$ cat config.mk
export PLATFORM = sky130hd
export DESIGN_NAME = batchFilterTop
export DESIGN_NICKNAME = d
export VERILOG_FILES = /design/src/bsdfPkg.sv /design/src/batchIf.sv /design/src/batchControl.sv /design/src/sampleBuffer.sv /design/src/recursionUnit.sv /design/src/resultBuffer.sv /design/src/outputCombine.sv /design/src/batchFilterTop.sv
export VERILOG_INCLUDE_DIRS = /design/src /design/src/src
export SDC_FILE = /design/constraint.sdc
export NUM_CORES = 1
export LEC_CHECK = 0
export ABC_AREA = 1
export BUFFER_PORTS_ARGS = -buffer_cell sky130_fd_sc_hd__buf_2
export CORE_UTILIZATION = 35
export CTS_CLUSTER_SIZE = 24
export DETAILED_ROUTE_END_ITERATION = 8
export GPL_ROUTABILITY_DRIVEN = 1
export GPL_TIMING_DRIVEN = 0
export SLEW_MARGIN = 40
export SYNTH_ARGS = -nofsm -noshare
export SYNTH_HDL_FRONTEND = slang
export SYNTH_HIERARCHICAL = 1
export SYNTH_SLANG_ARGS = --single-unit
$ cat constraint.sdc
create_clock -name clkDS -period 7.2 [get_ports clkDS]
set_clock_uncertainty 0.15 [all_clocks]
set_input_delay 1.8 -clock clkDS [delete_from_list [all_inputs] [get_ports clkDS]]
set_output_delay 1.8 -clock clkDS [all_outputs]
set_load 0.1 [all_outputs]
$ cat src/bsdf_defines.svh
`ifndef BSDF_DEFINES_SVH
`define BSDF_DEFINES_SVH

// Batch geometry
`define DEPTH 8
`define M_BITS 4

// Datapath widths
`define ACC_W 16
`define OUT_W 12

// Leak of the recursion and scaling of the combined result
`define ALPHA_SHIFT 3
`define OUT_SHIFT 3

// Signed weight of each control bit
`define GAMMA0 150
`define GAMMA1 300
`define GAMMA2 600
`define GAMMA3 1200

`endif

$ cat src/bsdfPkg.sv
`default_nettype none

`include "bsdf_defines.svh"

package bsdfPkg;

    // One set of control decisions
    typedef logic [`M_BITS-1:0] sample_t;

    // Recursion state and partial result
    typedef logic signed [`ACC_W-1:0] acc_t;

    // Offset binary output word
    typedef logic [`OUT_W-1:0] out_t;

    typedef logic [$clog2(`DEPTH)-1:0] slot_t;
    typedef logic bank2_t;
    typedef logic [1:0] bank3_t;

    typedef enum logic [1:0] {FILL0, FILL1, RUN} ctrlState_t;

endpackage

`default_nettype wire

$ cat src/batchIf.sv
`timescale 1ns/1ps
`default_nettype none

interface batchIf
    import bsdfPkg::*;
();

    logic   step;
    slot_t  slot;
    slot_t  slotRev;
    logic   firstRev;
    bank2_t wrBank2;
    bank2_t rdBank2;
    bank3_t fwdBank3;
    bank3_t oldBank3;
    logic   run;

    modport ctrl (output step, slot, slotRev, firstRev, wrBank2, rdBank2,
                  fwdBank3, oldBank3, run);
    modport store (input step, slot, slotRev, wrBank2, rdBank2);
    modport result (input step, slot);
    modport unit (input step);
    modport comb (input step, run);

endinterface

`default_nettype wire

$ cat src/batchControl.sv
`timescale 1ns/1ps
`default_nettype none

`include "bsdf_defines.svh"

module batchControl
    import bsdfPkg::*;
(
    input  wire  clkDS,
    input  wire  rst,
    input  wire  inValid,
    input  wire  outValid,
    input  wire  outReady,
    output logic inReady,
    batchIf.ctrl ctl
);

    ctrlState_t state;
    slot_t      slot;
    bank2_t     wrBank2;
    bank3_t     fwdBank3;
    bank3_t     oldBank3;
    logic       step;
    logic       lastSlot;

    function automatic bank3_t bump3(input bank3_t b);
        return (b == 2'd2) ? 2'd0 : b + 2'd1;
    endfunction

    // Only the output register can stall the pipeline
    assign inReady  = !outValid || outReady;
    assign step     = inValid && inReady;
    assign lastSlot = (slot == slot_t'(`DEPTH - 1));

    always_ff @(posedge clkDS or negedge rst) begin
        if (!rst) begin
            state    <= FILL0;
            slot     <= '0;
            wrBank2  <= 1'b0;
            fwdBank3 <= 2'd0;
            // Two periods back from period 0
            oldBank3 <= 2'd1;
        end else if (step) begin
            if (lastSlot) begin
                slot     <= '0;
                wrBank2  <= ~wrBank2;
                fwdBank3 <= bump3(fwdBank3);
                oldBank3 <= bump3(oldBank3);
                case (state)
                    FILL0:   state <= FILL1;
                    default: state <= RUN;
                endcase
            end else begin
                slot <= slot + 1'b1;
            end
        end
    end

    assign ctl.step     = step;
    assign ctl.slot     = slot;
    assign ctl.slotRev  = slot_t'(`DEPTH - 1) - slot;
    assign ctl.firstRev = (slot == '0);
    assign ctl.wrBank2  = wrBank2;
    assign ctl.rdBank2  = ~wrBank2;
    assign ctl.fwdBank3 = fwdBank3;
    assign ctl.oldBank3 = oldBank3;
    assign ctl.run      = (state == RUN);

endmodule

`default_nettype wire

$ cat src/sampleBuffer.sv
`timescale 1ns/1ps
`default_nettype none

`include "bsdf_defines.svh"

module sampleBuffer
    import bsdfPkg::*;
(
    input  wire     clkDS,
    input  wire     rst,
    batchIf.store   ctl,
    input  wire sample_t inData,
    output sample_t revSample
);

    sample_t    mem [2][`DEPTH];
    logic [1:0] filled;

    always_ff @(posedge clkDS) begin
        if (ctl.step) begin
            mem[ctl.wrBank2][ctl.slot] <= inData;
        end
    end

    // A bank counts as filled once its last slot has been written
    always_ff @(posedge clkDS or negedge rst) begin
        if (!rst) begin
            filled <= 2'b00;
        end else if (ctl.step && (ctl.slot == slot_t'(`DEPTH - 1))) begin
            filled[ctl.wrBank2] <= 1'b1;
        end
    end

    // Previous batch read newest sample first
    assign revSample = filled[ctl.rdBank2] ? mem[ctl.rdBank2][ctl.slotRev] : '0;

endmodule

`default_nettype wire

$ cat src/recursionUnit.sv
`timescale 1ns/1ps
`default_nettype none

`include "bsdf_defines.svh"

module recursionUnit
    import bsdfPkg::*;
(
    input  wire     clkDS,
    input  wire     rst,
    batchIf.unit    ctl,
    input  wire sample_t sample,
    input  wire     clearState,
    output acc_t    stateNext
);

    localparam acc_t GAMMA [`M_BITS] = '{
        acc_t'(`GAMMA0),
        acc_t'(`GAMMA1),
        acc_t'(`GAMMA2),
        acc_t'(`GAMMA3)
    };

    acc_t state;
    acc_t base;
    acc_t lut;

    // Each decision adds or removes its weight
    always_comb begin
        lut = '0;
        for (int i = 0; i < `M_BITS; i++) begin
            if (sample[i]) begin
                lut = lut + GAMMA[i];
            end else begin
                lut = lut - GAMMA[i];
            end
        end
    end

    // Leaky update wrapping at ACC_W
    assign base      = clearState ? '0 : state;
    assign stateNext = base - (base >>> `ALPHA_SHIFT) + lut;

    always_ff @(posedge clkDS or negedge rst) begin
        if (!rst) begin
            state <= '0;
        end else if (ctl.step) begin
            state <= stateNext;
        end
    end

endmodule

`default_nettype wire

$ cat src/resultBuffer.sv
`timescale 1ns/1ps
`default_nettype none

`include "bsdf_defines.svh"

module resultBuffer
    import bsdfPkg::*;
#(
    parameter int BANKS = 2
) (
    input  wire     clkDS,
    batchIf.result  ctl,
    input  wire     wrEn,
    input  wire [$clog2(BANKS)-1:0] wrBank,
    input  wire slot_t wrAddr,
    input  wire acc_t  wrData,
    input  wire [$clog2(BANKS)-1:0] rdBank,
    output acc_t    rdData
);

    acc_t mem [BANKS][`DEPTH];

    always_ff @(posedge clkDS) begin
        if (ctl.step && wrEn) begin
            mem[wrBank][wrAddr] <= wrData;
        end
    end

    // Readout always follows the forward slot order
    assign rdData = mem[rdBank][ctl.slot];

endmodule

`default_nettype wire

$ cat src/outputCombine.sv
`timescale 1ns/1ps
`default_nettype none

`include "bsdf_defines.svh"

module outputCombine
    import bsdfPkg::*;
(
    input  wire      clkDS,
    input  wire      rst,
    batchIf.comb     ctl,
    input  wire acc_t fwd,
    input  wire acc_t bwd,
    input  wire      outReady,
    output out_t     out,
    output logic     outValid
);

    localparam int SAT_MAX = (1 << (`OUT_W - 1)) - 1;
    localparam int SAT_MIN = -(1 << (`OUT_W - 1));

    logic signed [`ACC_W:0] sum;
    logic signed [`ACC_W:0] scaled;
    out_t sat;
    out_t outNext;

    always_comb begin
        // One extra bit so the sum never wraps
        sum    = fwd + bwd;
        scaled = sum >>> `OUT_SHIFT;
        if (scaled > SAT_MAX) begin
            sat = {1'b0, {(`OUT_W - 1){1'b1}}};
        end else if (scaled < SAT_MIN) begin
            sat = {1'b1, {(`OUT_W - 1){1'b0}}};
        end else begin
            sat = scaled[`OUT_W-1:0];
        end
        // Offset binary
        outNext = {~sat[`OUT_W-1], sat[`OUT_W-2:0]};
    end

    always_ff @(posedge clkDS) begin
        if (ctl.step && ctl.run) begin
            out <= outNext;
        end
    end

    always_ff @(posedge clkDS or negedge rst) begin
        if (!rst) begin
            outValid <= 1'b0;
        end else if (ctl.step && ctl.run) begin
            outValid <= 1'b1;
        end else if (outReady) begin
            outValid <= 1'b0;
        end
    end

endmodule

`default_nettype wire

$ cat src/batchFilterTop.sv
`timescale 1ns/1ps
`default_nettype none

module batchFilterTop
    import bsdfPkg::*;
(
    input  wire          clkDS,
    input  wire          rst,
    input  wire sample_t inData,
    input  wire          inValid,
    output logic         inReady,
    output out_t         out,
    output logic         outValid,
    input  wire          outReady
);

    sample_t revSample;
    acc_t    fwdState;
    acc_t    bwdState;
    acc_t    fwdOld;
    acc_t    bwdOld;

    batchIf ifc ();

    batchControl ctrl (
        .clkDS(clkDS), .rst(rst), .inValid(inValid), .outValid(outValid),
        .outReady(outReady), .inReady(inReady), .ctl(ifc)
    );

    sampleBuffer samples (
        .clkDS(clkDS), .rst(rst), .ctl(ifc), .inData(inData), .revSample(revSample)
    );

    // Forward runs on the live stream, backward on the stored batch
    recursionUnit fwdRec (
        .clkDS(clkDS), .rst(rst), .ctl(ifc), .sample(inData),
        .clearState(1'b0), .stateNext(fwdState)
    );

    recursionUnit bwdRec (
        .clkDS(clkDS), .rst(rst), .ctl(ifc), .sample(revSample),
        .clearState(ifc.firstRev), .stateNext(bwdState)
    );

    resultBuffer #(.BANKS(3)) fwdStore (
        .clkDS(clkDS), .ctl(ifc), .wrEn(1'b1), .wrBank(ifc.fwdBank3), .wrAddr(ifc.slot),
        .wrData(fwdState), .rdBank(ifc.oldBank3), .rdData(fwdOld)
    );

    // Backward results of the previous batch are read one period later
    resultBuffer #(.BANKS(2)) bwdStore (
        .clkDS(clkDS), .ctl(ifc), .wrEn(1'b1), .wrBank(ifc.rdBank2), .wrAddr(ifc.slotRev),
        .wrData(bwdState), .rdBank(ifc.wrBank2), .rdData(bwdOld)
    );

    outputCombine combine (
        .clkDS(clkDS), .rst(rst), .ctl(ifc), .fwd(fwdOld), .bwd(bwdOld),
        .outReady(outReady), .out(out), .outValid(outValid)
    );

endmodule

`default_nettype wire

# After elaboration in Yosys (flattened, before gate mapping)
# Memories as Yosys holds them, arrays and structs flattened.
# Cells that the tools add are included.
word_totals:
  regBits: 57
  word_cells: 106
  ramBits: 704
  n_memories: 3
memory_table:
  columns: ["name", "words", "word_bits", "read_ports", "rd_ports_with_merged_regs", "write_ports", "line_no", "source"]
  rows:
  - ["fwdStore.mem", 3, 128, 1, 0, 1, "resultBuffer.sv:21", "acc_t mem [BANKS][`DEPTH];"]
  - ["bwdStore.mem", 2, 128, 1, 0, 1, "resultBuffer.sv:21", null]
  - ["samples.mem", 2, 32, 1, 0, 1, "sampleBuffer.sv:16", "sample_t mem [2][`DEPTH];"]
classes:
  add_sub_neg: 21
  reduce_logical: 12
  order_cmp: 9
  mux: 41
  bitwise: 5
  eq_ne: 4
ops:
  columns: ["operator", "n"]
  rows:
  - ["2-to-1 mux 128 bit", 2]
  - ["2-to-1 mux 16 bit", 15]
  - ["binary-select mux 16 bit (select 3 bit)", 2]
  - ["demux 16 bit (select 3 bit)", 2]
  - ["adder 16 x 10 -> 16 bit, second input constant", 2]
  - ["adder 16 x 11 -> 16 bit, second input constant", 2]
  - ["adder 16 x 12 -> 16 bit, second input constant", 2]
  - ["adder 16 bit", 2]
  - ["2-to-1 mux 32 bit", 1]
  - ["subtractor 16 x 10 -> 16 bit, second input constant", 2]
  - ["subtractor 16 x 11 -> 16 bit, second input constant", 2]
  - ["subtractor 16 x 12 -> 16 bit, second input constant", 2]
  - ["subtractor 16 x 13 -> 16 bit", 2]
  - ["2-to-1 mux 12 bit", 2]
  - ["adder 16 x 16 -> 17 bit", 1]
  - ["2-to-1 mux 4 bit", 4]
  - ["> comparator 14 x 12 -> 1 bit, second input constant", 1]
  - ["less-than comparator 14 x 12 -> 1 bit, second input constant", 1]
  - ["binary-select mux 4 bit (select 3 bit)", 1]
  - ["demux 4 bit (select 3 bit)", 1]
  - [">= comparator 4 bit, second input constant", 2]
  - ["less-than comparator 4 x 1 -> 1 bit, second input constant", 2]
  - ["inverter 3 -> 4 bit", 2]
  - ["== test 2 bit, second input constant", 3]
  - ["other kinds (19)", 34]

# Longest topological paths before layout
logic_depth:
  ltp_word: 14
  depth_mapped: 38
  mapped_depth_nobuf: 36

# Hierarchy
# The synthesis kept the hierarchy.
modules_own_cells:
  columns: ["module", "area_per_inst_um2", "instances", "cells_per_inst", "seq_area_each_um2"]
  rows:
  - ["resultBuffer at fwdStore", 15884.0, 1, 1364, 11531.1]
  - ["resultBuffer at bwdStore", 11088.1, 1, 1063, 7687.4]
  - ["sampleBuffer", 2942.8, 1, 292, 1971.9]
  - ["recursionUnit at bwdRec", 2518.7, 1, 349, 400.4]
  - ["recursionUnit at fwdRec", 2514.9, 1, 350, 400.4]
  - ["outputCombine", 1392.6, 1, 211, 385.4]
  - ["batchControl", 533.0, 1, 65, 251.5]
  - ["batchFilterTop", 7.5, 1, 2, 0.0]

# Least setup slack after synthesis
# No wires, ideal clock.
synth_path:
  path_kind: "input port to flip-flop"
  from: "input port inData[1]"
  to: "memory fwdStore/mem[0][109] in the netlist's numbering (data pin)"
  path_slack_ns: 0.516
  setup_time_ns: 0.337
  arrival_ns: 6.198
  cell_stages: 22
  required_time_ns: 6.713
  path_buffers: 0
  path_cell_list: "inv_1 -> ha_1 -> or2_2 -> ha_1 -> a21oi_1 -> nor2_1 -> or2_2 -> a21oi_1 -> xor2_1 -> ha_1 -> nand2_1 -> inv_1 -> a21oi_1 -> nand2_1 -> xor2_1 -> fa_1 -> ha_1 -> nand2_1 -> nor2_1 -> nand4_1 -> nand3_1 -> xor2_1"
synth_via:
  elab_chain_len: 6
synth_rtl:
  columns: ["item", "line_no", "source"]
  rows:
  - ["from (decl)", "batchFilterTop.sv:9", "input wire sample_t inData,"]
  - ["2-to-1 mux 16 bit *", "recursionUnit.sv:32", "if (sample[i]) begin"]
  - ["subtractor 16 x 11 -> 16 bit / adder 16 x 11 -> 16 bit (equally long branches)", "recursionUnit.sv:35, recursionUnit.sv:33", null]
  - ["2-to-1 mux 16 bit *", "recursionUnit.sv:32", null]
  - ["subtractor 16 x 12 -> 16 bit / adder 16 x 12 -> 16 bit (equally long branches)", "recursionUnit.sv:35, recursionUnit.sv:33", null]
  - ["2-to-1 mux 16 bit *", "recursionUnit.sv:32", null]
  - ["adder 16 bit *", "recursionUnit.sv:42", "assign stateNext = base - (base >>> `ALPHA_SHIFT) + lut;"]
  - ["via fwdState[13]", "batchFilterTop.sv:18", "acc_t fwdState;"]
  - ["to (decl)", "resultBuffer.sv:21", null]
# The timed path passes the listed nets; every way through them passes the cells marked *.

# Worst setup path after layout
layout_path:
  from: "input port inData[1]"
  to: "memory fwdStore/mem[2][45] in the netlist's numbering (data pin)"
# The elaborated chain is that of the path after synthesis.

==> metrics.txt <==
ys async rst share 0.0591; Synth Register Bits 761; hold path start samples/filled[1]; Clock Path Buffers 3; Inst Count DP 5135; WL/cell 18.0 µm; Critical Path End Type flop; gr usage total 0.178; reg2reg setup slack 520 ps; core area 104000 µm²; hpwl dp 66700 µm; dpl cell area 39700 µm²; Final min period 6850 ps; final non-filler cell total 5298; hold depth 2; area leader, netlist edfxtp_1; worst skew pair latency 630 ps; Least-Margin Pin Slew 812 ps; synth top area cells edfxtp_1 58%, nand2_1 11%, nand3_1 7.4%, inv_1 4.2%, nor2_1 3.2%; R2R Path End bwdStore/mem[1][46]; Initial Util 0.355; Via Count 25600; part of the Yosys area used for sequential elements 0.614; DRT antenna net count 0; final instance area 42500 µm²; number of synthesized flops with an enable pin 716; Hold Path End samples/filled[1]; Final GP Congestion 0.891; Cell variety after synth 50; Setup crit start kind primary input; post-layout util 0.409; headroom to the max-slew limit 0.458; drt first pass iters 6; Critical Path Source inData[1]; # rows 118; port bufs 21; CTS Sinks 761; Avg Cell Area, Syn 9.98 µm²; Hold Violations, Final 0; RSZ-0062 raised after global routing false; Total Die Area 107000 µm²; Total Routed Length 95600 µm; width of the die 327 µm; first-pass GRT wire length 144000 µm; period utilisation layout 0.951; # IOs 22; nets 3981; clk root buf clkbuf_16; Ys Warns 6; share of layout cells above drive strength 1 0.115; Max FO, Critical Path 23; FF-to-FF path depth 33; CTS buffer count 81; GRT overflow 0; max_cap viols 0; required time of the worst setup path 7520 ps; Critical Path AT 7160 ps; initial DRC count 2208; ys flop type edfxtp_1; achievable frequency 0.146 GHz; fillers 9883; Die Span Y 327 µm; TritonCTS clock tree done; Min-Delay Path Class flop to flop; via/cell ratio 4.84; H-Tree Depth 3; largest net degree at the start of global routing 46; outcome complete, no violations; critical path class primary input to flop; CTS hold repair buffers 0; area delta synth->final 15.1%; # setup viols final 0; DR DRC count 0; vias in the first global route 24200; origin of the critical flop-to-flop path ctrl/ctl.slot[0]; Max Slew Vio Count 0; top-area cell type share of the netlist area 0.583; clk slew on worst S/H paths 60 ps; initial antenna violation count 2; post-synthesis cell count 3696; Mapped Area 36900 µm²
-- cells in the mapped netlist, types with 4 or more instances --
library cell	number
buf_6	37
o21ai_1	11
xnor2_1	16
nor2_2	4
inv_1	413
xor2_1	29
buf_4	33
nand2_1	1104
nor2_1	314
nor3_1	15
fa_1	34
o21ai_0	26
edfxtp_1	716
inv_2	7
nand4_1	15
o21bai_1	5
nand3_1	544
clkbuf_1	24
and2_1	6
or2_1	15
buf_2	54
or2_2	25
dfrtp_1	44
a21oi_1	57
o21ai_2	4
a21o_1	4
ha_1	90
nand2_2	8
buf_1	6
-- layout make-up --
type | count | area (µm²) | area share
diodes | 3 | 7.51 | 0.000177
plain buffers | 157 | 1060 | 0.0250
clock buffers | 107 | 2230 | 0.0524
clock inverters | 42 | 338 | 0.00796
inverters | 424 | 1600 | 0.0377
multi-input cells | 2357 | 12200 | 0.288
flip-flops and latches | 761 | 22600 | 0.533
well taps | 1380 | 1730 | 0.0407
repair buffers | 67 | 629 | 0.0148
-- critical path: stages --
cell and delay (ps):
clkbuf_4 290, inv_1 220, ha_1 220, or2_2 270
ha_1 330, a21oi_1 190, nor2_1 70, or2_2 300
a21oi_1 170, xor2_1 170, ha_1 280, nand2_1 100
inv_1 50, a21oi_1 180, nand2_1 90, xor2_1 210
fa_1 450, ha_1 460, nand2_1 140, nor2_1 150
nand4_1 110, nand3_1 180, xor2_4 510, buf_16 220
-- cells by family (layout without fill, tap and decap cells) --
logic type               Yosys count  count (layout)  share of synthesized area
other                              2               8                   0.000204
AO/OA/AOI/OAI                    119             119                     0.0183
AND/OR/NAND/NOR                 2061            2061                      0.235
adder cells (fa/ha/maj)          124             124                     0.0490
XOR/XNOR                          48              48                     0.0120
flip-flops                       761             761                      0.614
buffers and inverters            581             797                     0.0721
-- worst max-delay path by stage --
| stage | end | cells past startpoint |
|---|---|---|
| 3_5_place_dp | bwdStore/mem[0][111] | 33 |
| 3_3_place_gp | fwdStore/mem[2][91] | 22 |
| 2_1_floorplan | fwdStore/mem[0][109] | 22 |
| 6_report | fwdStore/mem[2][45] | 24 |
| 5_1_grt | fwdStore/mem[2][45] | 24 |
| 4_1_cts | bwdStore/mem[0][15] | 29 |
-- placed cells by master, fill, tap and decap left out, types with 15 or more instances in the layout --
cell type,synthesis,layout
nand2_1,1104,1100
edfxtp_1,716,716
nand3_1,544,544
inv_1,413,408
nor2_1,314,280
ha_1,90,87
clkbuf_16,0,83
buf_2,54,78
a21oi_1,57,54
buf_4,33,54
clkbuf_1,24,42
dfrtp_1,44,40
buf_6,37,40
fa_1,34,34
nor2_4,0,34
or2_2,25,25
o21ai_0,26,25
clkinv_2,1,18
xor2_1,29,17
clkinv_1,2,16
nand4_1,15,15
or2_1,15,15
xor2_4,0,15
-- routing by layer --
metal  up-vias  GRT usage  part of all wire  wire [µm]
li1      12500          -                 -          -
met1     12200      0.247              0.44      42300
met2       739      0.286              0.46      44400
met3       148     0.0270             0.067       6400
met4         2     0.0548             0.026       2500
met5         -          0          0.000094          9
-- repair_timing --
item,CTS,global route
setup buffers,3,8
pin swaps,1,4
setup endpoints to repair,153,239
resized for setup,13,14
-- flip-flops by register name (all words and copies together) (netlist names) --
register	flops
fwdStore/mem	384
bwdRec/state	16
combine/out	12
bwdStore/mem	256
samples/mem	64
ctrl/ctl.fwdBank3	2
ctrl/state	2
combine/outValid	1
fwdRec/state	16
ctrl/ctl.oldBank3	2
ctrl/ctl.slot	3
ctrl/ctl.wrBank2	1
samples/filled	2
-- per-stage QoR --
step,setup TNS [ps],setup WS (ps),hold WS (ps)
floorplan,0,516,278
global placement,-438660,-2010,296
detailed placement,-155610,-1100,302
CTS,0,25.6,315
global route,0,5.14,334
finish,0,355,317
Power is not shown: default switching activity piles up to over one toggle a cycle in this logic, so the estimate is an artifact.
